`src/logic/pixel_pkg.sv`:
```
package pixel_pkg;

	// *************************************************************************
	// Tile geometry and value widths
	// *************************************************************************
	localparam int tile_rows = 32;
	localparam int tile_cols = 32;

	typedef logic [15:0] chan_t;     // One colour channel or one luma value
	typedef logic [4:0]  coord_t;    // Row or column inside the tile
	typedef logic [1:0]  chan_sel_t;

	localparam chan_sel_t chan_red   = 2'd0;
	localparam chan_sel_t chan_green = 2'd1;
	localparam chan_sel_t chan_blue  = 2'd2;
	localparam chan_sel_t chan_luma  = 2'd3;

	typedef struct packed {
		chan_t red;
		chan_t green;
		chan_t blue;
	} pixel_t;

	// Same layout as the low 12 bits of a tile address on the bus
	typedef struct packed {
		chan_sel_t chan;
		coord_t    row;
		coord_t    col;
	} mem_addr_t;

	// *************************************************************************
	// Host bus
	// *************************************************************************
	typedef logic [12:0] wb_adr_t;

	localparam int adr_ctrl_bit = 12;    // High selects the control register

	typedef struct packed {
		logic    cyc;
		logic    stb;
		logic    we;
		wb_adr_t adr;
		chan_t   dat;
	} wb_req_t;

	typedef struct packed {
		logic  ack;
		chan_t dat;
	} wb_rsp_t;

	localparam int ctrl_start_bit  = 0;
	localparam int status_busy_bit = 0;
	localparam int status_done_bit = 1;

	typedef enum logic {eng_idle, eng_sweep} engine_state_t;

endpackage

```
`src/logic/wb_pixel_port.sv`:
```
`timescale 1ns/1ps

module wb_pixel_port (
	input  logic                 clk,
	input  logic                 rst,
	input  pixel_pkg::wb_req_t   wb_req,
	output pixel_pkg::wb_rsp_t   wb_rsp,
	input  logic                 busy,
	input  pixel_pkg::coord_t    eng_row,
	input  pixel_pkg::coord_t    eng_col,
	output logic                 start,
	output pixel_pkg::mem_addr_t mem_addr,
	output logic                 mem_write,
	output pixel_pkg::chan_t     mem_wdata,
	output logic                 mem_read,
	input  pixel_pkg::pixel_t    mem_rdata,
	output pixel_pkg::coord_t    luma_row,
	output pixel_pkg::coord_t    luma_col,
	input  pixel_pkg::chan_t     luma_rdata
);

	pixel_pkg::mem_addr_t bus_addr;
	pixel_pkg::chan_t     status_word;
	pixel_pkg::chan_t     chan_word;
	pixel_pkg::chan_t     rd_word;
	pixel_pkg::chan_t     rdata_q;
	logic                 ack_q;
	logic                 done;
	logic                 ctrl_sel;
	logic                 stall;
	logic                 accept;
	logic                 start_req;
	logic                 last_pixel;

	// *************************************************************************
	// Decode and handshake
	// *************************************************************************
	assign bus_addr = pixel_pkg::mem_addr_t'(wb_req.adr[11:0]);
	assign ctrl_sel = wb_req.adr[pixel_pkg::adr_ctrl_bit];
	assign stall    = busy & ~ctrl_sel;    // Tile belongs to the engine while busy

	// The ack cycle itself never counts as a new request
	assign accept    = wb_req.cyc & wb_req.stb & ~ack_q & ~stall;
	assign start_req = accept & wb_req.we & ctrl_sel & wb_req.dat[pixel_pkg::ctrl_start_bit]
		& ~busy;
	assign last_pixel = busy
		& (eng_row == pixel_pkg::coord_t'(pixel_pkg::tile_rows - 1))
		& (eng_col == pixel_pkg::coord_t'(pixel_pkg::tile_cols - 1));

	always_ff @(posedge clk or posedge rst)
	begin
		if (rst)
		begin
			ack_q <= 1'b0;
			start <= 1'b0;
			done  <= 1'b0;
		end
		else
		begin
			ack_q <= accept;
			start <= start_req;
			if (start_req)
				done <= 1'b0;
			else if (last_pixel)
				done <= 1'b1;    // Same edge where busy drops
		end
	end

	always_ff @(posedge clk)
	begin
		if (accept)
			rdata_q <= rd_word;
	end

	assign wb_rsp = '{ack: ack_q, dat: rdata_q};

	// *************************************************************************
	// Memory side
	// *************************************************************************
	always_comb
	begin
		if (busy)
			mem_addr = '{chan: pixel_pkg::chan_red, row: eng_row, col: eng_col};
		else
			mem_addr = bus_addr;
	end

	assign mem_write = accept & wb_req.we & ~ctrl_sel;
	assign mem_wdata = wb_req.dat;
	assign mem_read  = busy | (accept & ~wb_req.we & ~ctrl_sel);
	assign luma_row  = bus_addr.row;
	assign luma_col  = bus_addr.col;

	// Read word for the ack cycle
	always_comb
	begin
		status_word = '0;
		status_word[pixel_pkg::status_busy_bit] = busy;
		status_word[pixel_pkg::status_done_bit] = done;
		case (bus_addr.chan)
			pixel_pkg::chan_red:   chan_word = mem_rdata.red;
			pixel_pkg::chan_green: chan_word = mem_rdata.green;
			pixel_pkg::chan_blue:  chan_word = mem_rdata.blue;
			default:               chan_word = luma_rdata;
		endcase
		rd_word = ctrl_sel ? status_word : chan_word;
	end

endmodule

```
`config.mk`:
```
export PLATFORM = sky130hd
export DESIGN_NAME = wb_pixel_port
export DESIGN_NICKNAME = d
export VERILOG_FILES = /design/src/logic/pixel_pkg.sv /design/src/logic/wb_pixel_port.sv
export SDC_FILE = /design/constraint.sdc
export NUM_CORES = 1
export LEC_CHECK = 0
export BUFFER_PORTS_ARGS = -buffer_cell sky130_fd_sc_hd__buf_2
export CELL_PAD_IN_SITES_DETAIL_PLACEMENT = 0
export CELL_PAD_IN_SITES_GLOBAL_PLACEMENT = 2
export CORE_ASPECT_RATIO = 1.2
export CORE_MARGIN = 4
export CORE_UTILIZATION = 19
export DETAILED_ROUTE_END_ITERATION = 6
export GPL_ROUTABILITY_DRIVEN = 0
export PLACE_DENSITY = 0.83
export SKIP_CTS_REPAIR_TIMING = 1
export SYNTH_ARGS = -nofsm -noshare
export SYNTH_HDL_FRONTEND = slang
export SYNTH_SLANG_ARGS = --single-unit
```
`constraint.sdc`:
```
create_clock -name clk -period 3.8 [get_ports clk]
set_input_delay 0.19 -clock clk [delete_from_list [all_inputs] [get_ports clk]]
set_output_delay 0.19 -clock clk [all_outputs]
set_load 0.01 [all_outputs]
```
---- Word-level counts from Yosys, hierarchy flattened ----
Cells that the tools add are included.
word-level totals
  input bits .............................. 109
  logic and storage cells ................. 35
  bits in latches ......................... 0
  register bits ........................... 19
  ROM bits ................................ 0
  bits in writable memories ............... 0
  memories ................................ 0
  output and inout bits ................... 58
operators by class
  reductions and logical operators ........ 2
  bitwise gates (word level) .............. 19
  eq/ne operators ......................... 4
  multiply operators ...................... 0
  magnitude comparators ................... 0
  shift-type cells ........................ 0
  mux-type cells .......................... 5
  $add $sub $neg .......................... 0
  div/mod/pow operators ................... 0
operators with widths
  kind                                                                   number
  16-bit one-hot mux with 3 select lines                                 1
  1-bit AND                                                              13
  12-bit 2-to-1 mux                                                      1
  5-bit equality test, second input constant                             2
  1-bit inverter                                                         5
  2-bit by 1-bit equality test with 1-bit output, second input constant  1
  2-bit equality test, second input constant                             1
  2-bit logical NOT                                                      1
  1-bit 2-to-1 mux                                                       2
  2-bit 2-to-1 mux                                                       1
  2-bit nonzero test                                                     1
  1-bit OR                                                               1

---- Depth between registers and ports, before layout ----
Gate-level depths: netlist of run 1.
  depth after elaboration ................. 9
  depth in mapped cells ................... 5

---- Worst setup path before layout of run 1 ----
Ideal clock, no wire load.
  path kind ............................... reg2reg
  start ................................... reg ack_q
  end ..................................... reg rdata_q[0] (enable)
  slack ................................... 2377 ps
  data required time ...................... 3426 ps
  stages on the path, launching flop included .. 3
  arrival ................................. 1049 ps
  setup time .............................. 374 ps
  cell sequence ........................... dfrtp_1 > and3b_1 > and2_1
between the ends
  word-level cells in the longest chain between the ends .. 3
RTL lines
  item                      line                 RTL
  start: declaration        wb_pixel_port.sv:27  logic ack_q;
  start signal: assignment  wb_pixel_port.sv:60  ack_q <= accept;
  1-bit inverter            wb_pixel_port.sv:43  assign accept = wb_req.cyc & wb_req.stb & ~ack_q & ~stall;
  1-bit AND (2 in series)   wb_pixel_port.sv:43
  net accept                wb_pixel_port.sv:31  logic accept;
  end signal: assignment    wb_pixel_port.sv:72  rdata_q <= rd_word;
  end: declaration          wb_pixel_port.sv:26  pixel_pkg::chan_t rdata_q;
The timed path passes the listed nets, and every way through them passes these cells.
A chain may end at the register's enable or synchronous reset.

---- Worst setup path after layout of run 1 ----
  start ................................... reg ack_q
  end ..................................... reg rdata_q[7] (enable)
The elaborated chain is that of the path after synthesis.

==> flow_summary.toml, run 1 <==
[routing]
met3WireLength_um = 256
m1WireLength_um = 1880
first_pass_iters = 4
route.met2.wl_um = 3020
viasPerCell = 4.08
dr_total_vias = 1297
ant_nets = 0
drt_wl_total_um = 5260
drc = 0
drt-initial-drc-count = 61
detail_route.wl_per_cell_um = 16.5
top_layer_used = "met4"

[setup_path]
critPathRequiredTime_ps = 3680
r2r_start = "ack_q$_DFF_PP0_"
r2r_slack_ps = 2210
crit_type = "flop to flop"
cp_max_fo = 17
r2r_end = "rdata_q[7]$_SDFFCE_PP0N_"
ff2ff_path_depth = 2
worstSetupEndpointType = "flop"
cp.arrival_ps = 1470
start_kind = "flop"

[die]
coreArea_mm2 = 0.00775
dieArea_mm2 = 0.00954
ios = 167
die_x_um = 89.9
initial_core_util_pct = 19.7
num_rows = 35
fp.dieH_um = 106

[grt]
gr-usage-all-layers_pct = 9.91
antenna_found_initial = 2
grt_max_degree = 19
grt_pass1_wl_um = 7380
overflow = 0
first_global_vias = 1344

[power_and_ir_drop]
p_comb_share_pct = 30.8
power.density_mw_per_mm2 = 256
switchingPower_mw = 0.134
intPower_mw = 0.410
clock_power_share_pct = 24.4
totalPowerFinal_mw = 0.544
seq_power_share_pct = 44.8
vdd_ir_drop_max_mv = 0.0666
p_sw_share_pct = 24.6
leakagePower_nw = 1.03

[placed_design]
port_buffers = 136
numPlacedInstances = 311
place_area_mm2 = 0.00207

[timing]
slew_viol_final = 0
relSlewSlack_pct = 53.6
fin_crit_ps = 1590
clock.fmax_ghz = 0.630
tightest_slew_ps = 696
post-route-period-util_pct = 41.8
fin_tns_setup_ps = 0
hold_violations = 0
rsz0062_at_grt = "no"
setup_viol = 0
skew_ps = 1.89
hold_ws_ps = 202

[clock_network]
clock_latency_ps = 250
clkSlewWorstSetupHoldPaths_ps = 60
htree_levels = 1
clkSinkCount = 19
cts_buffers = 3
clk_path_buf_depth = 2
cts_root_buf = "clkbuf_8"
cts_tree = "built"

[yosys]
netlist_area_mm2 = 0.00153
postSynthAreaPerCell_um2 = 13.1
yosysWarnings = 0
synth-seq-area-share_pct = 36.4
yosysUniqueCellTypes = 24
syn-instance-count = 117
ys_ff_latch = 19
syn_nets = 226

[job]
maxCapViolations = 0

[worst_hold_path]
holdPathStages = 3
hp-class = "input port to flop"
holdPathEnd = "start$_DFF_PP0_"
hp-start = "wb_req[0]"

[finish]
fin_nets = 334
design_area_mm2 = 0.00213
multi_input_area_um2 = 703
stdcell_count = 318
area_delta_synth_final_pct = 39.1
seqCellArea_um2 = 556
fill_cells = 810
drive_gt1_share_pct = 70.5

[status]
status = "finished, final reports clean"
## cells by family (layout without fill, tap and decap cells)
family	after synthesis	after routing	synth area share, %
mux	26	26	32.7
simple gates	31	31	11.5
flops	19	19	36.4
buf+inv	37	144	17.6
other cells	0	2	0
compound gates	4	4	1.88
## per-layer routing
layer,vias to the layer above,track usage (%)
met3,6,1.63
met1,627,10.9
li1,624,-
met5,-,0
met2,40,18.3
met4,0,5.03
## placed cells by master (no fill, tap or decap)
| cell | n |
|---|---|
| nand2_1 | 5 |
| mux4_2 | 9 |
| nor3_1 | 1 |
| a21o_1 | 1 |
| edfxtp_1 | 16 |
| nand4_1 | 2 |
| diode_2 | 2 |
| dlygate4sd3_1 | 1 |
| inv_1 | 3 |
| o31a_1 | 1 |
| buf_2 | 136 |
| clkbuf_8 | 3 |
| mux2_2 | 10 |
| clkbuf_1 | 1 |
| o21ai_0 | 1 |
| mux4_1 | 7 |
| o31ai_1 | 1 |
| nor2b_1 | 2 |
| nand2b_1 | 1 |
| and2_1 | 15 |
| and3b_1 | 1 |
| nand3_1 | 2 |
| dfrtp_1 | 3 |
| nor2_1 | 2 |
## cell type report
class / count / area share [%]
multi-input cells: 61 / 33.1
repair buffers: 137 / 32.5
clock buffers: 4 / 2.12
flip-flops and latches: 19 / 26.1
well taps: 92 / 5.41
inverters: 3 / 0.530
diodes: 2 / 0.235
## power by group through the flow
stage               Combinational, mW  Clock, mW  Sequential [mW]
floorplan                       0.108          0            0.252
global placement                0.167          0            0.248
detailed placement              0.169          0            0.248
CTS                             0.169      0.138            0.244
global route                    0.183      0.148            0.245
finish                          0.167      0.133            0.244
## worst max-delay path by stage
stage,from,endpoint,slack [ps],cells past startpoint
3_3_place_gp,wb_req[26],rdata_q[15]$_SDFFCE_PP0N_,2150,3
2_1_floorplan,ack_q$_DFF_PP0_,rdata_q[0]$_DFFE_PN_,2380,2
6_report,ack_q$_DFF_PP0_,rdata_q[7]$_SDFFCE_PP0N_,2210,2
3_5_place_dp,wb_req[26],rdata_q[4]$_SDFFCE_PP0N_,2140,3
4_1_cts,ack_q$_DFF_PP0_,rdata_q[4]$_SDFFCE_PP0N_,2190,2
5_1_grt,ack_q$_DFF_PP0_,rdata_q[6]$_SDFFCE_PP0N_,2090,2
## state kept, by name, summed over array words and instances, names as in the netlist
signal   cells
start        1
ack_q        1
rdata_q     16
done         1
## synth_stat cells
master / number / area (um^2)
nor2b_1: 2 / 12.5
edfxtp_1: 16 / 480
nor3_1: 1 / 5.00
nand4_1: 2 / 12.5
buf_4: 27 / 203
inv_1: 3 / 11.3
nand2b_1: 1 / 6.26
and2_1: 15 / 93.8
mux4_2: 9 / 203
nand3_1: 2 / 10.0
mux4_1: 7 / 184
buf_12: 1 / 20.0
buf_6: 1 / 11.3
o31ai_1: 1 / 7.51
nor2_1: 2 / 7.51
o31a_1: 1 / 8.76
and3b_1: 1 / 8.76
buf_2: 4 / 20.0
clkbuf_1: 1 / 3.75
o21ai_0: 1 / 5.00
dfrtp_1: 3 / 75.1
a21o_1: 1 / 7.51
nand2_1: 5 / 18.8
mux2_2: 10 / 113
## worst max-delay path, cell delays in order, from the launching register on
cell	delay, ps
dfrtp_1	370
and3b_1	250
and2_1	590
## metrics by stage
| step | setup WS, ps | util [%] |
|---|---|---|
| 6_report | 2210 | 27.4 |
| 5_1_grt | 2090 | 27.4 |
| 4_1_cts | 2190 | 27.2 |
| 3_5_place_dp | 2140 | 26.7 |
| 3_3_place_gp | 2150 | 26.7 |
| 2_1_floorplan | 2380 | - |
(Power assumes the default switching activity.)
==> run 2, diff against run 1 <==
ABC_AREA = 1   (was not set)
CORE_UTILIZATION = 14   (was 19)
PLACE_DENSITY = 0.73   (was 0.83)
clock period = 1.4 ns   (was 3.8 ns; I/O delays follow)
==> run 2 against run 1 <==
Compared with the run above:
- synthesized area rose by 9.7%
- highest routed layer unchanged
- non-clock buffer count is 8 higher
- first-iteration DRC count up 21%
- global-route usage down 0.53 points
- sequential cell count is the same
- clock skew grew 2.3 ps
- register-to-register slack lost 2000 ps
- count of clock-buffer cells in the layout down 1
- utilization decreased by 6.2 points
- combinational power rose to 3.1 times the previous value
- synthesized cell count increased by 110%
- worst setup slack got worse by 2100 ps
==> flow_summary.toml, run 2 <==
[clock_network]
clk_path_buf_depth = 2
cts_buffers = 3
htree_levels = 1
clock_latency_ps = 250
cts_tree = "built"
clkSinkCount = 19
cts_root_buf = "clkbuf_16"
clkSlewWorstSetupHoldPaths_ps = 60

[yosys]
yosysUniqueCellTypes = 18
synth_area_leaders = "edfxtp_1 (29%), nand2_1 (20%), buf_4 (14%)"
synth_edf_count = 16
ys_ff_latch = 19
synthTopCellsByCount = "nand2_1 (88), buf_4 (31), nor2_1 (31), inv_1 (22), nand3_1 (19)"
syn-instance-count = 250
synth-seq-area-share_pct = 33.2
netlist_area_mm2 = 0.00168
ys_async_sr_fraction_pct = 15.8
synth-main-ff-cell = "edfxtp_1"
synth.largest_area_cell = "edfxtp_1"
yosysWarnings = 0
syn_nets = 359
synth_most_common_cell = "nand2_1"
synth_top_area_share_pct = 28.7
postSynthAreaPerCell_um2 = 6.70

[routing]
drc = 0
drt_wl_total_um = 6720
first_pass_iters = 4
detail_route.wl_per_cell_um = 12.9
viasPerCell = 3.64
dr_total_vias = 1891
drt-initial-drc-count = 74
ant_nets = 0

[timing]
relSlewSlack_pct = 71.3
slew_viol_final = 0
hold_violations = 0
fin_crit_ps = 1320
clock.fmax_ghz = 0.758
post-route-period-util_pct = 94.2
skew_ps = 4.16
tightest_slew_ps = 430
setup_viol = 0

[finish]
fin_nets = 472
final_cell_mix = "buf_2 (136), nand2_1 (87), nor2_1 (30), inv_1 (22), nand3_1 (18)"
mostFrequentLayoutCell = "buf_2"
drive_gt1_share_pct = 46.1
area_delta_synth_final_pct = 47.0
largest_register_ffs = 16
largest-register = "rdata_q"
stdcell_count = 519
fill_cells = 1365
finish.utilization_pct = 21.2
antennaDiodeCount = 0

[die]
die_x_um = 108
coreArea_mm2 = 0.0116
initial_core_util_pct = 14.4
num_rows = 43
fp.dieH_um = 128
dieArea_mm2 = 0.0138
ios = 167

[job]
maxCapViolations = 0

[setup_path]
cp.arrival_ps = 1250
r2r_slack_ps = 180
critPathRequiredTime_ps = 1330
worstSetupEndpointType = "output port"
r2r_end = "rdata_q[14]$_SDFFCE_PP0N_"
start_kind = "flop"
r2r_start = "ack_q$_DFF_PP0_"
critical_path.endpoint = "mem_write"
crit_type = "flop to output port"
ff2ff_path_depth = 5
critPathLaunch = "ack_q$_DFF_PP0_"
cp_max_fo = 4

[grt]
grt_pass1_wl_um = 9910
first_global_vias = 1936
grt_max_degree = 20
antenna_found_initial = 0
overflow = 0
gr-usage-all-layers_pct = 9.38

[power_and_ir_drop]
vdd_ir_drop_max_mv = 0.273
power.density_mw_per_mm2 = 732
leakagePower_nw = 1.36

[status]
status = "finished, final reports clean"

[placed_design]
dp_hpwl_um = 5570
numPlacedInstances = 512
port_buffers = 136

[worst_hold_path]
hp-class = "input port to flop"
## run 2: how the worst min path moves through the flow
stage,start,endpoint,cells past startpoint
2_1_floorplan,rst,ack_q$_DFF_PP0_,1
3_3_place_gp,rst,start$_DFF_PP0_,2
3_5_place_dp,rst,start$_DFF_PP0_,2
4_1_cts,rst,ack_q$_DFF_PP0_,2
5_1_grt,wb_req[29],start$_DFF_PP0_,3
6_report,wb_req[29],start$_DFF_PP0_,3
## run 2: cell type report
cell class | instances | area, um^2 | area share [%]
Clock inverter | 1 | 5.00 | 0.203
Inverter | 24 | 90.1 | 3.66
Multi-Input combinational cell | 170 | 766 | 31.1
Timing Repair Buffer | 145 | 776 | 31.5
Tap cell | 157 | 196 | 7.97
Sequential cell | 19 | 556 | 22.5
Clock buffer | 3 | 75.1 | 3.05
## run 2: critical path: stages (launching register included)
cell and delay (ps):
dfrtp_1 370, inv_1 60, nand3_2 90, nor2_4 110, buf_12 110, nand2_2 30, nor2_1 80, buf_2 140
## run 2: kinds of logic (layout without fill, tap and decap cells)
group           Yosys count  after routing  synth area share [%]
compound gates           18             18                  5.53
buf+inv                  61            173                  22.0
flops                    19             19                  33.2
simple gates            152            152                  39.3
## run 2: through the flow
stage | total power, mW | setup WS (ps) | TNS, ps | instance area, um^2 | hold slack (ps)
after floorplan | 0.992 | 180 | 0 | 1680 | -176
after global placement | 1.20 | 190 | 0 | 2350 | -58.9
after detailed placement | 1.20 | 195 | 0 | 2350 | -62.2
after CTS | 1.83 | -77.9 | -77.9 | 2430 | -336
after global routing | 1.93 | -20.1 | -20.1 | 2460 | 136
final | 1.80 | 80.6 | 0 | 2460 | 109
## run 2: metal layers
| layer | track usage [%] | share of wire (%) |
|---|---|---|
| met5 | 0 | 0 |
| met4 | 2.60 | 1.4 |
| met3 | 1.81 | 9.2 |
| met2 | 17.4 | 49 |
| met1 | 10.8 | 40 |
## run 2: power by group
part / total, mW / internal (mW) / switching (mW)
clock network: 0.618 / 0.384 / 0.234
registers: 0.660 / 0.650 / 0.00947
logic: 0.526 / 0.235 / 0.292
==> run 3, diff against run 2 <==
ABC_AREA = not set   (was 1)
CORE_UTILIZATION = 16   (was 14)
PLACE_DENSITY = 0.74   (was 0.73)
==> run 3 against run 2 <==
Compared with the run above:
- clock skew fell by 3.2 ps
- sequential share of layout area rose by 2.1 points
- worst setup slack improved by 28 ps
- die area fell by 19%
- global-route usage fell by 0.086 points
- routed wire length fell by 18%
- register-to-register slack barely moved
- count of clock-buffer cells in the layout rose by 1
- total power fell by 17%
- critical path depth fell by 3
- critical endpoint unchanged
==> flow_summary.toml, run 3 (synthesized netlist as in run 1, its figures left out) <==
[finish]
stdcell_count = 351
fin_nets = 340
largest-register = "rdata_q"
mostFrequentLayoutCell = "buf_2"
design_area_mm2 = 0.00225
final_cell_mix = "buf_2 (136), edfxtp_1 (16), and2_1 (14), mux2_2 (10), mux4_2 (9)"
drive_gt1_share_pct = 71.7
area_delta_synth_final_pct = 47.6
largest_register_ffs = 16
fill_cells = 967

[power_and_ir_drop]
switchingPower_mw = 0.363
power.density_mw_per_mm2 = 666
seq_power_share_pct = 44.0
vdd_ir_drop_max_mv = 0.193
intPower_mw = 1.14
clock_power_share_pct = 23.7
p_sw_share_pct = 24.2
p_comb_share_pct = 32.4
leakagePower_nw = 1.07

[timing]
post-route-period-util_pct = 92.3
slew_viol_final = 0
hold_violations = 0
skew_ps = 0.927
setup_viol = 0
rsz0062_at_grt = "no"
fin_crit_ps = 1290
clock.fmax_ghz = 0.774
fin_tns_setup_ps = 0
tightest_slew_ps = 379
relSlewSlack_pct = 74.7

[setup_path]
worstSetupEndpointType = "output port"
crit_type = "flop to output port"
r2r_slack_ps = 170
cp_top_family = "simple AND/OR/NAND/NOR gates"
critical_path.endpoint = "mem_write"
timing.critical_path.buf_inv = 1
critPathRequiredTime_ps = 1330
cp.arrival_ps = 1220
r2r_start = "ack_q$_DFF_PP0_"
cp_max_fo = 3
worstPathCellList = "and3b_1 > nand3_1 > nor2_1 > buf_2"
slowest_stage = "dfrtp_1"
crit_cells = 4
max_stage_delay_ps = 370
critPathLaunch = "ack_q$_DFF_PP0_"
start_kind = "flop"
ff2ff_path_depth = 3
r2r_end = "rdata_q[3]$_SDFFCE_PP0N_"

[die]
die_x_um = 97.2
fp.dieH_um = 115
dieArea_mm2 = 0.0112
coreArea_mm2 = 0.00918
ios = 167
initial_core_util_pct = 16.6
num_rows = 38

[routing]
drt-initial-drc-count = 33
top_layer_used = "met4"
ant_nets = 0
drt_wl_total_um = 5530
met3WireLength_um = 203
first_pass_iters = 4
detail_route.wl_per_cell_um = 15.7
drc = 0
viasPerCell = 3.74
dr_total_vias = 1313
m1WireLength_um = 2110
route.met2.wl_um = 3070

[job]
maxCapViolations = 0

[placed_design]
numPlacedInstances = 345
port_buffers = 136
dp_hpwl_um = 5050
place_area_mm2 = 0.00220

[grt]
antenna_found_initial = 1
first_global_vias = 1440
gr-usage-all-layers_pct = 9.30
grt_pass1_wl_um = 8000
grt_max_degree = 18
overflow = 0

[worst_hold_path]
hp-class = "input port to flop"

[clock_network]
cts_root_buf = "clkbuf_8"
cts_buffers = 3
clk_path_buf_depth = 2
htree_levels = 1
cts_tree = "built"
clock_latency_ps = 240
clkSinkCount = 19
clkSlewWorstSetupHoldPaths_ps = 60

[status]
status = "finished, final reports clean"
run 3: metal layers:
layer,up-vias,GRT usage [%]
li1,641,-
met1,622,10.8
met2,36,17.2
met3,14,1.21
met4,0,3.93
met5,-,0
run 3: worst reg2reg max path, stage by stage, from the launching register on:
cell,delay [ps]
dfrtp_1,370
and3b_1,240
and2_2,180
buf_12,150
run 3: worst min-delay path by stage:
stage                         start               to  slack (ps)  cells past startpoint
after floorplan                 rst  ack_q$_DFF_PP0_        -180                      1
after global placement          rst  start$_DFF_PP0_         -50                      2
after detailed placement        rst  ack_q$_DFF_PP0_         -50                      2
after CTS                       rst  ack_q$_DFF_PP0_        -320                      2
after global routing      wb_req[0]  start$_DFF_PP0_          90                      3
final                     wb_req[0]  start$_DFF_PP0_          90                      3
run 3: final cells by class:
type	count	area, um^2	area share, %
Tap cell	120	150	6.66
Clock buffer	4	45.0	2.00
Multi-Input combinational cell	61	704	31.2
Timing Repair Buffer	143	786	34.9
Antenna cell	1	2.50	0.111
Inverter	3	11.3	0.499
Sequential cell	19	556	24.6
run 3: power groups by stage:
stage	Combinational (mW)	Clock [mW]	Sequential, mW
after global routing	0.537	0.398	0.662
after global placement	0.492	0	0.674
after floorplan	0.293	0	0.685
after CTS	0.496	0.368	0.661
final	0.486	0.356	0.660
after detailed placement	0.495	0	0.673
run 3: metrics by stage:
stage / utilization, % / power [mW] / hold slack [ps] / setup slack, ps
final: 24.6 / 1.50 / 87.5 / 108
after global routing: 24.6 / 1.60 / 91.3 / 8.74
after CTS: 24.4 / 1.52 / -315 / 82.3
after detailed placement: 23.9 / 1.17 / -50.5 / 65.6
after global placement: 23.9 / 1.17 / -50.0 / 81.0
after floorplan: - / 0.978 / -176 / 165
