### config.mk
export PLATFORM = sky130hd
export DESIGN_NAME = luma_engine
export DESIGN_NICKNAME = d
export VERILOG_FILES = /design/src/logic/pixel_pkg.sv /design/src/logic/luma_engine.sv
export SDC_FILE = /design/constraint.sdc
export NUM_CORES = 1
export LEC_CHECK = 0
export BUFFER_PORTS_ARGS = -buffer_cell sky130_fd_sc_hd__buf_2
export CAP_MARGIN = 30
export CORE_MARGIN = 2
export CORE_UTILIZATION = 39
export DETAILED_ROUTE_END_ITERATION = 8
export GPL_TIMING_DRIVEN = 0
export PLACE_DENSITY = 0.76
export SYNTH_ARGS = -nofsm -noshare
export SYNTH_HDL_FRONTEND = slang
export SYNTH_SLANG_ARGS = --single-unit
### constraint.sdc
create_clock -name clk -period 2.8 [get_ports clk]
set_input_delay 0.14 -clock clk [delete_from_list [all_inputs] [get_ports clk]]
set_output_delay 0.14 -clock clk [all_outputs]
set_load 0.05 [all_outputs]
### src/logic/pixel_pkg.sv
package pixel_pkg;

	// *************************************************************************
	// Tile geometry and value widths
	// *************************************************************************
	localparam int tile_rows = 32;
	localparam int tile_cols = 32;

	typedef logic [15:0] chan_t;     // One colour channel or one luma value
	typedef logic [4:0]  coord_t;    // Row or column inside the tile
	typedef logic [1:0]  chan_sel_t;

	localparam chan_sel_t chan_red   = 2'd0;
	localparam chan_sel_t chan_green = 2'd1;
	localparam chan_sel_t chan_blue  = 2'd2;
	localparam chan_sel_t chan_luma  = 2'd3;

	typedef struct packed {
		chan_t red;
		chan_t green;
		chan_t blue;
	} pixel_t;

	// Same layout as the low 12 bits of a tile address on the bus
	typedef struct packed {
		chan_sel_t chan;
		coord_t    row;
		coord_t    col;
	} mem_addr_t;

	// *************************************************************************
	// Host bus
	// *************************************************************************
	typedef logic [12:0] wb_adr_t;

	localparam int adr_ctrl_bit = 12;    // High selects the control register

	typedef struct packed {
		logic    cyc;
		logic    stb;
		logic    we;
		wb_adr_t adr;
		chan_t   dat;
	} wb_req_t;

	typedef struct packed {
		logic  ack;
		chan_t dat;
	} wb_rsp_t;

	localparam int ctrl_start_bit  = 0;
	localparam int status_busy_bit = 0;
	localparam int status_done_bit = 1;

	typedef enum logic {eng_idle, eng_sweep} engine_state_t;

endpackage

### src/logic/luma_engine.sv
`timescale 1ns/1ps

module luma_engine (
	input  logic                     clk,
	input  logic                     rst,
	input  logic                     start,
	input  pixel_pkg::pixel_t        pixel,
	output logic                     busy,
	output pixel_pkg::coord_t        row,
	output pixel_pkg::coord_t        col,
	output logic                     write_luma,
	output pixel_pkg::chan_t         luma
);

	pixel_pkg::engine_state_t state;
	logic [9:0]  pix_idx;     // Raster position, row in the upper half
	logic [17:0] luma_sum;

	// *************************************************************************
	// Sweep control
	// *************************************************************************
	always_ff @(posedge clk or posedge rst)
	begin
		if (rst)
		begin
			state   <= pixel_pkg::eng_idle;
			pix_idx <= '0;
		end
		else
		begin
			case (state)
				pixel_pkg::eng_idle:
				begin
					if (start)
					begin
						state   <= pixel_pkg::eng_sweep;
						pix_idx <= '0;
					end
				end
				pixel_pkg::eng_sweep:
				begin
					pix_idx <= pix_idx + 10'd1;
					if (pix_idx == '1)
					begin
						state <= pixel_pkg::eng_idle;    // Last pixel of the tile
					end
				end
				default:
				begin
					state <= pixel_pkg::eng_idle;
				end
			endcase
		end
	end

	assign busy       = (state == pixel_pkg::eng_sweep);
	assign write_luma = busy;
	assign row        = pix_idx[9:5];
	assign col        = pix_idx[4:0];

	// *************************************************************************
	// Luma datapath
	// *************************************************************************
	// Two guard bits keep the carry of r + 2g + b
	always_comb
	begin
		luma_sum = {2'b00, pixel.red} + {1'b0, pixel.green, 1'b0} + {2'b00, pixel.blue};
	end

	assign luma = luma_sum[17:2];    // Divide by four, truncating

endmodule

# ---- Yosys cells after proc, flatten, opt, wreduce, memory -nomap -nowiden
# Index checks and enable logic that the tools add are counted.
dict set report word_totals {
  word_cells 13
  ff_bits 11
}
dict set report op_classes {
  add_sub_neg 3
  bitwise 1
  n_eq_ne 2
  mux 5
}
# operator count
set ops {}
lappend ops {{one-hot mux 10 bit (2 select lines)} 1}
lappend ops {{adder 16 x 17 -> 18 bit} 1}
lappend ops {{adder 18 x 16 -> 18 bit} 1}
lappend ops {{adder 10 x 1 -> 10 bit, second input constant} 1}
lappend ops {{equality test 10 bit, second input constant} 1}
lappend ops {{two-way mux 10 bit} 1}
lappend ops {{two-way mux 1 bit} 2}
lappend ops {{!= test 2 bit, second input constant} 1}
lappend ops {{one-hot mux 1 bit (2 select lines)} 1}
lappend ops {{inverter 1 bit} 1}

# ---- Longest topological paths before layout
# Gate-level depths: netlist of run 1.
dict set report depth {
  depth_word 3
  depth_mapped 9
}

# ---- Worst setup path before layout of run 1
# No wires, ideal clock.
dict set report synth_path {
  kind {input to output}
  startpoint {input pixel[5] (netlist bit)}
  endpoint {output luma[8]}
  arrival_ns 2.511
  path_slack_ns 0.149
  required_ns 2.660
  n_path_buf 0
  stages 7
  path_cell_list {fa_1 -> ha_1 -> a21o_2 -> a31o_2 -> o21ai_0 -> nand2_1 -> o311ai_2}
}
dict set report synth_via {
  elab_chain_cells 1
}
# element line_no
set synth_lines {}
lappend synth_lines {{start, declared} luma_engine.sv:7} ;# input pixel_pkg::pixel_t pixel,
lappend synth_lines {{adder 18 x 16 -> 18 bit} luma_engine.sv:67} ;# luma_sum = {2'b00, pixel.red} + {1'b0, pixel.green, 1'b0} + {2'b00, pixel.blue};
lappend synth_lines {{end, declared} luma_engine.sv:12} ;# output pixel_pkg::chan_t luma
# No other way between the ends.

# ---- Worst setup path in the final report of run 1
dict set report layout_path {
  startpoint {input pixel[1] (netlist bit)}
  endpoint {output luma[7]}
}
# Same word-level chain as after synthesis.

==> metrics.md, run 1 <==
| Metric | Value |
|---|---|
| Status | finished clean |
| Worst-Margin Slew | 0.424 ns |
| Non-Filler Cell Area, Final | 2180 sq um |
| Fin. max-slew vios | 0 |
| DPL Wire Length | 3340 microns |
| Count of flip-flops with a built-in enable after synthesis | 0 |
| Total power density per cell area | 894 nW/um^2 |
| Clock skew | between 0.003 and 0.004 ns |
| Fraction of final layout cells sized beyond drive strength 1 | 0.364 |
| Mapped Avg Cell Area | 8.96 sq um |
| Post-detailed-route count of antenna-violating nets | 0 |
| Slew HR | 0.717 |
| Count of placed standard cells in the final layout, fillers left out | about 320 |
| Largest area contributor in the synthesized netlist | sky130_fd_sc_hd__fa_1 |
| Netlist cell types | 44 |
| Arrival time worst endpoint | 2.53 ns |
| Quantity of I/O buffers inserted on ports | 78 |
| Worst setup slack after layout | 0.127 ns |
| Net Count, Synth | between 200 and 300 |
| Total number of placement rows | 23 |
| FILL cells | a little under 400 |
| Final WL | 3930 microns |
| Flop-to-flop setup slack | 1.26 ns |
| Worst setup path end | luma[7] |
| Period utilisation layout | 0.955 |
| Height of the die | approximately 69 microns |
| Crit path required time | 2.66 ns |
| Pre-Repair DR Iteration Count | 4 |
| Initial antenna violation count | 0 |
| Core area | 4060 sq um |
| Maximum number of pins on one net before global-route repair | 12 |
| Max Freq | 374 MHz |
| Skew-Pair Late Insertion Delay | 0.24 ns |
| Root buf cell | sky130_fd_sc_hd__clkbuf_8 |
| Mean routed wirelength per cell | approximately 12 microns |
| Max IR drop VDD | 0.546 mV |
| Die X-Extent | around 70 microns |
| Endpoint of the lowest-slack register-to-register path | pix_idx[9]$_DFFE_PP0P_ |
| Initial Utilization | 0.409 |
| Clock-pin slew reported for the worst setup and hold paths after clock tree synthesis | 0.05 ns |
| Sequential-to-total area share from yosys stat | 0.166 |
| Area of the die | around 4800 sq um |
| Share of synthesized flip-flops with an asynchronous set or reset | 1.00 |
| Hold WC Path Type | in2reg |
| YS warnings | 0 |
| Placed Instance Area | 2110 sq um |
| Commonest cells in the synthesized netlist | sky130_fd_sc_hd__a21oi_1 (16), sky130_fd_sc_hd__fa_1 (16), sky130_fd_sc_hd__ha_1 (16) |
| Total Nets Final | 353 |
| R2r worst-path depth | 6 |
| #FFs+latches synth | 11 |
| Nature of the critical path endpoint | output pin |
| Initial DRC Count | 61 |
| H-tree levels | 1 |
| Cell types occupying the most area after synthesis | sky130_fd_sc_hd__fa_1 (19%), sky130_fd_sc_hd__dfrtp_1 (17%), sky130_fd_sc_hd__ha_1 (12%) |
| Clock tree from TritonCTS | yes |
| Fraction of synthesized cell area taken by the top area cell type | 0.193 |
| Number of global-route vias before repair | roughly 1600 |
| Count of antenna diodes in the layout | 0 |
| Total power | 1.95 mW |
| Element type at the critical path start | input pin |
| Number of endpoints with negative hold slack in the final report | 0 |
| Sum of negative setup slack | 0 ns |
| Worst setup path start | pixel[1] |
| Worst-case hold slack | 0.139 ns |
| Weighted congestion reported at the end of routability-driven placement | 0.792 |
| Number of clock sinks | 11 |
| Dominant synthesized flop cell | sky130_fd_sc_hd__dfrtp_1 |
| Maximum fanout along the worst path | 4 |
| Clock buffer count from CTS | 3 |
| Number of placed instances, taps included | 313 |
| Signed area change from the synthesized netlist to the final layout | 31.8% |
| Setup-failing EPs final | 0 |
| Number of buffers on the longest clock path | 2 |
| Number of max-cap violations | 0 |
| Fin crit period | 2.67 ns |
| Critical R2R Launch | busy$_DFF_PP0_ |
| GRT Resource Usage Total | 0.166 |
| RSZ-0062 raised after global routing | yes |
| Global-route wire length before repair | 6870 microns |
| DRC violations left | 0 |
| I/O pin count | 79 |
| Total overflow reported by the global router | 0 |
| Netlist area before placement | ~1700 sq um |
| Vias/cell | 5.24 |
| Place WS | 0.0935 ns |
| Via count of the routed design | 1670 |
| Core occupancy in the finished layout | 0.538 |
| Leakage power | 1.08 nW |
| Gate count of the mapped netlist | 185 |
| Critical path class | in2out |
-- cell families (layout without fill, tap and decap cells) --
| family | Yosys count | after routing | synth area share |
|---|---|---|---|
| AOI/OAI and AO/OA | 55 | 55 | 0.241 |
| xor gates and xnor gates | 8 | 8 | 0.0423 |
| adders and majority gates | 32 | 32 | 0.314 |
| buffers and inverters | 19 | 103 | 0.0498 |
| DFF | 11 | 11 | 0.166 |
| muxes | 2 | 2 | 0.0128 |
| and+or+nand+nor | 58 | 58 | 0.174 |
-- worst max-delay path, cell delays in order --
cell,delay (ns)
sky130_fd_sc_hd__buf_2,0.07
sky130_fd_sc_hd__inv_1,0.05
sky130_fd_sc_hd__fa_1,0.56
sky130_fd_sc_hd__nor2_1,0.06
sky130_fd_sc_hd__fa_1,0.39
sky130_fd_sc_hd__a21o_1,0.22
sky130_fd_sc_hd__a221oi_4,0.34
sky130_fd_sc_hd__o21bai_1,0.10
sky130_fd_sc_hd__a21oi_1,0.20
sky130_fd_sc_hd__xnor2_1,0.13
sky130_fd_sc_hd__buf_2,0.27
-- per-layer routing --
metal / vias up / track usage / share of wire
li1: 843 / - / -
met1: 763 / 0.220 / 0.44
met2: 60 / 0.292 / 0.50
met3: 4 / 0.0247 / 0.055
met4: 0 / 0.0261 / 0.0064
met5: - / 0 / 0
-- final cells by class --
type	count	area (sq um)	share of cell area
clock inverters	1	5.00	0.00229
plain buffers	4	26.3	0.0120
multi-input cells	155	1300	0.595
flip-flops and latches	11	275	0.126
well taps	50	62.6	0.0286
repair buffers	80	418	0.191
inverters	15	56.3	0.0258
clock buffers	3	41.3	0.0189
-- how the worst min path moves through the flow --
stage           from                endpoint  slack (ns)  cells after the start
6_report       start  pix_idx[1]$_DFFE_PP0P_        0.14                      2
5_1_grt        start  pix_idx[1]$_DFFE_PP0P_        0.15                      2
4_1_cts        start  pix_idx[1]$_DFFE_PP0P_        0.13                      2
3_5_place_dp     rst  pix_idx[8]$_DFFE_PP0P_        0.15                      2
3_3_place_gp     rst  pix_idx[8]$_DFFE_PP0P_        0.15                      2
2_1_floorplan    rst          busy$_DFF_PP0_      -0.008                      1
-- power breakdown --
group          internal [mW]  switching [mW]  total (mW)
Sequential             0.234          0.0870       0.321
Combinational          0.441            1.03        1.47
Clock                 0.0980          0.0625       0.160
Total                  0.773            1.18        1.95
-- registers in the layout (all words and copies together), names as in the netlist --
register,count
pix_idx,10
busy,1
-- repair_timing --
action / 4_1_cts / 5_1_grt
hold endpoints to repair: 11 / 0
endpoints found under the setup margin: 0 / 5
setup buffers: 0 / 1
hold buffers: 1 / 0
resized for setup: 0 / 6
-- cells in the final DEF, fill, tap and decap left out, types with 2 or more instances in the layout --
| master | synthesis | routed |
|---|---|---|
| sky130_fd_sc_hd__buf_2 | 0 | 74 |
| sky130_fd_sc_hd__a21oi_1 | 16 | 16 |
| sky130_fd_sc_hd__fa_1 | 16 | 16 |
| sky130_fd_sc_hd__ha_1 | 16 | 16 |
| sky130_fd_sc_hd__inv_1 | 15 | 15 |
| sky130_fd_sc_hd__nor2_1 | 14 | 14 |
| sky130_fd_sc_hd__nand3_1 | 12 | 12 |
| sky130_fd_sc_hd__nand2_1 | 11 | 11 |
| sky130_fd_sc_hd__o21ai_0 | 11 | 11 |
| sky130_fd_sc_hd__dfrtp_1 | 11 | 11 |
| sky130_fd_sc_hd__xnor2_1 | 7 | 7 |
| sky130_fd_sc_hd__buf_4 | 3 | 6 |
| sky130_fd_sc_hd__nand4_1 | 5 | 5 |
| sky130_fd_sc_hd__a21o_1 | 5 | 5 |
| sky130_fd_sc_hd__and3_1 | 4 | 4 |
| sky130_fd_sc_hd__nor3_1 | 4 | 4 |
| sky130_fd_sc_hd__o21bai_1 | 3 | 3 |
| sky130_fd_sc_hd__clkbuf_8 | 0 | 3 |
| sky130_fd_sc_hd__nand2b_1 | 2 | 2 |
| sky130_fd_sc_hd__a211o_1 | 2 | 2 |
| sky130_fd_sc_hd__o31ai_1 | 2 | 2 |
| sky130_fd_sc_hd__o211ai_1 | 2 | 2 |
| sky130_fd_sc_hd__clkbuf_4 | 0 | 2 |
Note: power is estimated with default switching activity, not from simulation.
==> run 2, diff against run 1 <==
--- a/config.mk
+++ b/config.mk
@@ -7,6 +7,7 @@
 export LEC_CHECK = 0
 export BUFFER_PORTS_ARGS = -buffer_cell sky130_fd_sc_hd__buf_2
 export CAP_MARGIN = 30
+export CORE_ASPECT_RATIO = 1.2
 export CORE_MARGIN = 2
 export CORE_UTILIZATION = 39
 export DETAILED_ROUTE_END_ITERATION = 8
==> run 2 against run 1 <==
  * Via count is 1.9% lower
  * Register-to-register slack gained 0.03 ns
  * Clock power about the same
  * Sequential power is essentially flat
  * Clock skew about the same
  * Combinational power is essentially flat
  * Power is 0.34% lower
  * First-iteration DRC count is 6.6% lower
  * Maximum frequency fell by 2.2%
  * Setup slack got worse by 0.059 ns
==> metrics.md, run 2 (same netlist as run 1, synthesis figures left out) <==
| Metric | Value |
|---|---|
| Count of antenna diodes in the layout | 0 |
| Total power density per cell area | 891 nW/um^2 |
| Worst-case hold slack | around 0.15 ns |
| Skew-Pair Late Insertion Delay | 0.24 ns |
| Element type at the critical path start | input pin |
| Fraction of final layout cells sized beyond drive strength 1 | 0.361 |
| GRT Resource Usage Total | 0.159 |
| Final WL | 3710 microns |
| Fin. max-slew vios | 0 |
| DRC violations left | 0 |
| I/O pin count | a little under 80 |
| Number of endpoints with negative hold slack in the final report | 0 |
| Total overflow reported by the global router | 0 |
| Most common library cell in the layout ignoring fill and taps | sky130_fd_sc_hd__buf_2 |
| Register ranked first by flip-flop count | pix_idx |
| Quantity of I/O buffers inserted on ports | 78 |
| Arrival time worst endpoint | around 2.6 ns |
| Worst-Margin Slew | approximately 0.4 ns |
| Number of clock sinks | 11 |
| Total power | approximately 1.9 mW |
| Status | finished clean |
| Core occupancy in the finished layout | 0.546 |
| Leakage power | between 1 and 1.5 nW |
| Mean routed wirelength per cell | 11.5 microns |
| DPL Wire Length | 3160 microns |
| Commonest non-fill, non-tap cells in the layout | sky130_fd_sc_hd__buf_2 (75), sky130_fd_sc_hd__a21oi_1 (16), sky130_fd_sc_hd__fa_1 (16), sky130_fd_sc_hd__ha_1 (16), sky130_fd_sc_hd__inv_1 (15) |
| Area of the die | 4790 sq um |
| Sum of negative setup slack | 0 ns |
| Clock buffer count from CTS | 3 |
| Hold path start | start |
| Max Freq | 366 MHz |
| Height of the die | around 75 microns |
| Hold path depth | 2 |
| Critical R2R Launch | busy$_DFF_PP0_ |
| RSZ-0062 raised after global routing | no |
| Maximum fanout along the worst path | 6 |
| Pre-Repair DR Iteration Count | 4 |
| Die X-Extent | around 64 microns |
| Nature of the critical path endpoint | output pin |
| Signed area change from the synthesized netlist to the final layout | 31.8% |
| Root buf cell | sky130_fd_sc_hd__clkbuf_8 |
| Flop-to-flop setup slack | around 1.3 ns |
| Initial DRC Count | 57 |
| Clock tree from TritonCTS | yes |
| Fin crit period | 2.73 ns |
| Initial Utilization | 0.414 |
| Initial antenna violation count | 0 |
| Crit path required time | 2.66 ns |
| Critical path class | in2out |
| Clock-pin slew reported for the worst setup and hold paths after clock tree synthesis | ~0.050 ns |
| Global-route wire length before repair | 6210 microns |
| R2r worst-path depth | 6 |
| Via count of the routed design | about 1600 |
| Maximum number of pins on one net before global-route repair | 12 |
| Weighted congestion reported at the end of routability-driven placement | slightly above 0.7 |
| Endpoint of the lowest-slack register-to-register path | pix_idx[7]$_DFFE_PP0P_ |
| Number of global-route vias before repair | around 1600 |
| Terminating pin of the worst hold path | pix_idx[1]$_DFFE_PP0P_ |
| Clock skew | 0.00273 ns |
| Max IR drop VDD | 0.452 mV |
| Flip-flop count of the largest register after layout | 10 |
| Post-detailed-route count of antenna-violating nets | 0 |
| Hold WC Path Type | in2reg |
| Number of buffers on the longest clock path | 2 |
| Core area | around 4000 sq um |
| Total Nets Final | about 350 |
| Period utilisation layout | 0.976 |
| Slew HR | 0.731 |
| Vias/cell | just over 5 |
| H-tree levels | 1 |
| Number of max-cap violations | 0 |
| Total number of placement rows | 25 |
| Setup-failing EPs final | 0 |
## run 2: report_power, final
part           total, mW  leakage, nW  switching (mW)  internal [mW]
registers          0.323        0.125          0.0889          0.234
clock network      0.157       0.0228          0.0569         0.0997
logic               1.47        0.925            1.03          0.436
total               1.95         1.07            1.18          0.770
## run 2: stage by stage
stage / cells / worst slack (ns) / instance area [sq um]
floorplan: 185 / 0.149 / 1660
global placement: 317 / 0.0983 / 2120
detailed placement: 317 / 0.112 / 2120
CTS: 322 / 0.0745 / 2170
global route: 323 / 0.0000313 / 2190
finish: 323 / 0.0674 / 2190
## run 2: repair_timing
item,CTS,global route
resized for setup,0,5
setup endpoints to repair,0,4
buffers inserted,0,1
endpoints found under the hold margin,11,0
hold buffers,1,0
## run 2: final cells by class
type | instances | area, sq um
clock buffer | 4 | 45.0
inverter | 15 | 56.3
tap | 54 | 67.6
multi-input combinational | 155 | 1300
timing repair buffer | 80 | 415
fill | 392 | 1820
sequential | 11 | 275
buffer | 4 | 26.3
## run 2: worst max path at each step
| stage | start | to | slack (ns) |
|---|---|---|---|
| global route | pixel[1] | luma[13] | 0.00003 |
| finish | pixel[5] | luma[8] | 0.07 |
| global placement | pixel[1] | luma[13] | 0.1 |
| CTS | pixel[1] | luma[13] | 0.07 |
| floorplan | pixel[5] | luma[8] | 0.15 |
| detailed placement | pixel[2] | luma[13] | 0.11 |
## run 2: routing by layer
metal	up-vias	track usage	wire [microns]
li1	839	-	-
met1	740	0.174	1500
met2	53	0.315	1930
met3	7	0.0162	208
met4	0	0.0676	69
met5	-	0	0
## run 2: critical path: stages
cell                       delay, ns
sky130_fd_sc_hd__buf_2          0.12
sky130_fd_sc_hd__fa_1           0.49
sky130_fd_sc_hd__ha_1           0.38
sky130_fd_sc_hd__a21o_2         0.25
sky130_fd_sc_hd__a31o_2         0.27
sky130_fd_sc_hd__o21ai_0        0.28
sky130_fd_sc_hd__nand2_1        0.11
sky130_fd_sc_hd__o311ai_2       0.24
sky130_fd_sc_hd__buf_2          0.31
==> run 3, diff against run 2 <==
--- a/config.mk
+++ b/config.mk
@@ -9,10 +9,10 @@
 export CAP_MARGIN = 30
 export CORE_ASPECT_RATIO = 1.2
 export CORE_MARGIN = 2
-export CORE_UTILIZATION = 39
+export CORE_UTILIZATION = 43
 export DETAILED_ROUTE_END_ITERATION = 8
 export GPL_TIMING_DRIVEN = 0
-export PLACE_DENSITY = 0.76
+export PLACE_DENSITY = 0.85
 export SYNTH_ARGS = -nofsm -noshare
 export SYNTH_HDL_FRONTEND = slang
 export SYNTH_SLANG_ARGS = --single-unit
==> constraint.sdc (replaced) <==
create_clock -name clk -period 2.4 [get_ports clk]
set_input_delay 0.12 -clock clk [delete_from_list [all_inputs] [get_ports clk]]
set_output_delay 0.12 -clock clk [all_outputs]
set_load 0.05 [all_outputs]
==> run 3 against run 2 <==
  * The run now ends with negative setup slack left
  * First-iteration DRC count is 65% higher
  * Combinational power is 41% higher
  * Clock power is 13% higher
  * Routed wire length grew 23%
  * Flip-flop and latch count unchanged
  * Die area is 8.8% lower
  * Sequential share of layout area fell by 1.9 points
  * Largest cell class unchanged
  * Sequential power grew 16%
  * Clock skew is 0.0016 ns lower
  * Design area up 17%
  * Setup slack worse by 0.26 ns
  * Critical path depth up 2
  * Highest routed layer unchanged
==> metrics.md, run 3 (same netlist as run 1, synthesis figures left out) <==
| Metric | Value |
|---|---|
| Leakage power | roughly 1.2 nW |
| Nature of the critical path endpoint | output pin |
| Library cell contributing the largest single delay on the critical path | sky130_fd_sc_hd__fa_1 |
| Place WS | -0.333 ns |
| Pre-Repair DR Iteration Count | 5 |
| Maximum fanout along the worst path | 4 |
| FILL cells | 289 |
| Total number of placement rows | 24 |
| Failing checks | negative setup slack |
| Post-detailed-route count of antenna-violating nets | 0 |
| Flop-to-flop setup slack | 0.79 ns |
| Clock-pin slew reported for the worst setup and hold paths after clock tree synthesis | 0.05 ns |
| Number of placed instances, taps included | 315 |
| Most numerous cell on the critical path | sky130_fd_sc_hd__buf_6 |
| Worst setup slack after layout | -0.188 ns |
| Final WL | 4560 microns |
| Fin. max-slew vios | 0 |
| Number of max-cap violations | 0 |
| Number of buffers on the longest clock path | 2 |
| Maximum number of pins on one net before global-route repair | 12 |
| Max IR drop VDD | 0.649 mV |
| Initial antenna violation count | 0 |
| R2r worst-path depth | 6 |
| DRC violations left | 0 |
| Element type at the critical path start | input pin |
| Initial Utilization | 0.453 |
| Cell chain of the critical path | buf_6 -> inv_2 -> fa_1 -> nor2_2 -> fa_2 -> a21o_1 -> a221oi_4 -> o22ai_4 -> a21oi_2 -> xnor2_2 -> buf_6 |
| Core occupancy in the finished layout | 0.701 |
| DPL Wire Length | 3300 microns |
| Commonest non-fill, non-tap cells in the layout | sky130_fd_sc_hd__buf_2 (59), sky130_fd_sc_hd__buf_6 (18), sky130_fd_sc_hd__fa_1 (14), sky130_fd_sc_hd__inv_1 (13), sky130_fd_sc_hd__a21oi_1 (13) |
| Via count of the routed design | 1753 |
| Worst setup path end | luma[13] |
| Most common library cell in the layout ignoring fill and taps | sky130_fd_sc_hd__buf_2 |
| Arrival time worst endpoint | 2.47 ns |
| Flip-flop count of the largest register after layout | 10 |
| Critical path class | in2out |
| Fraction of final layout cells sized beyond drive strength 1 | 0.482 |
| Root buf cell | sky130_fd_sc_hd__clkbuf_8 |
| Sum of negative setup slack | -0.928 ns |
| Mean routed wirelength per cell | 13.9 microns |
| Worst setup path start | pixel[33] |
| Number of global-route vias before repair | 1735 |
| Global-route wire length before repair | 6920 microns |
| Slew HR | 0.722 |
| Count of placed standard cells in the final layout, fillers left out | 328 |
| Worst-Margin Slew | 0.417 ns |
| Status | finished with violations |
| Crit path required time | 2.28 ns |
| Signed area change from the synthesized netlist to the final layout | 54.9% |
| Clock tree from TritonCTS | yes |
| Number of clock sinks | 11 |
| Die X-Extent | approximately 60 microns |
| Total power | between 2 and 3 mW |
| Total buffers and inverters traversed by the critical path | 3 |
| Area of the die | ~4400 sq um |
| Initial DRC Count | 94 |
| Count of antenna diodes in the layout | 0 |
| Max Freq | 386 MHz |
| H-tree levels | 1 |
| Critical R2R Launch | busy$_DFF_PP0_ |
| Number of endpoints with negative hold slack in the final report | 0 |
| GRT Resource Usage Total | 0.201 |
| I/O pin count | 79 |
| Endpoint of the lowest-slack register-to-register path | pix_idx[9]$_DFFE_PP0P_ |
| Hold WC Path Type | in2reg |
| Weighted congestion reported at the end of routability-driven placement | between 0.7 and 0.8 |
| RSZ-0062 raised after global routing | yes |
| Core area | 3660 sq um |
| CP delay by family, top | compound AO/OA/AOI/OAI gates |
| Total power density per cell area | about 1000 nW/um^2 |
| Hold path depth | 2 |
| Clock buffer count from CTS | 3 |
| Clock skew | 0.00111 ns |
| Fin crit period | 2.59 ns |
| Period utilisation layout | 1.08 |
| Vias/cell | 5.34 |
| Register ranked first by flip-flop count | pix_idx |
| Total overflow reported by the global router | 0 |
| Total Nets Final | 360 |
| Total stage count of the critical path | 11 |
| Setup-failing EPs final | 8 |
| Skew-Pair Late Insertion Delay | between 0.2 and 0.25 ns |
| Quantity of I/O buffers inserted on ports | 78 |
| Height of the die | 72.0 microns |
| Peak per-stage delay on the critical path | 0.58 ns |
==> run 3: cell count changes in the layout (fill, tap and decap cells not counted), sizes merged <==
cell and delta:
buf +8, clkbuf -1
==> run 3: worst min path at each step <==
stage / endpoint / slack, ns / from
after CTS: pix_idx[1]$_DFFE_PP0P_ / 0.14 / start
after detailed placement: pix_idx[6]$_DFFE_PP0P_ / 0.14 / rst
after global routing: pix_idx[1]$_DFFE_PP0P_ / 0.16 / start
final: pix_idx[1]$_DFFE_PP0P_ / 0.14 / start
after global placement: pix_idx[7]$_DFFE_PP0P_ / 0.12 / rst
after floorplan: busy$_DFF_PP0_ / -0.03 / rst
==> run 3: area by class of cell <==
type,instances,area (sq um),share of cell area
clock buffer,4,45.0,0.0175
tap,52,65.1,0.0253
buffer,3,18.8,0.00731
timing repair buffer,88,598,0.233
multi-input combinational,155,1510,0.588
sequential,11,275,0.107
inverter,15,56.3,0.0219
==> run 3: repair_timing <==
action	CTS	global route
resized for setup	35	30
buffers inserted	6	4
endpoints found under the hold margin	11	0
hold buffers	1	0
pin swaps	18	21
endpoints found under the setup margin	10	11
==> run 3: power breakdown <==
part | switching (mW) | internal [mW] | total, mW
logic | 1.35 | 0.736 | 2.08
clock network | 0.0622 | 0.116 | 0.178
registers | 0.102 | 0.273 | 0.376
==> run 3: routing by layer <==
| layer | GRT usage | up-vias | part of all wire |
|---|---|---|---|
| met1 | 0.207 | 830 | 0.38 |
| met2 | 0.407 | 61 | 0.58 |
| met5 | 0 | - | 0 |
| met4 | 0.0580 | 0 | 0.011 |
| met3 | 0.0178 | 4 | 0.035 |
| li1 | - | 858 | - |
==> run 3: worst reg2reg max path, delay by kind of cell, from the launching register on <==
| kind | cells | cell delay, ns |
|---|---|---|
| DFF | 1 | 0.37 |
| and+or+nand+nor | 4 | 0.68 |
| AOI/OAI and AO/OA | 1 | 0.11 |
| buffers and inverters | 1 | 0.31 |
==> run 3: metrics by stage <==
stage	hold slack (ns)	instance area [sq um]
after global routing	0.162	2570
final	0.142	2570
after floorplan	-0.0276	1720
after detailed placement	0.135	2180
after global placement	0.125	2180
after CTS	0.142	2400
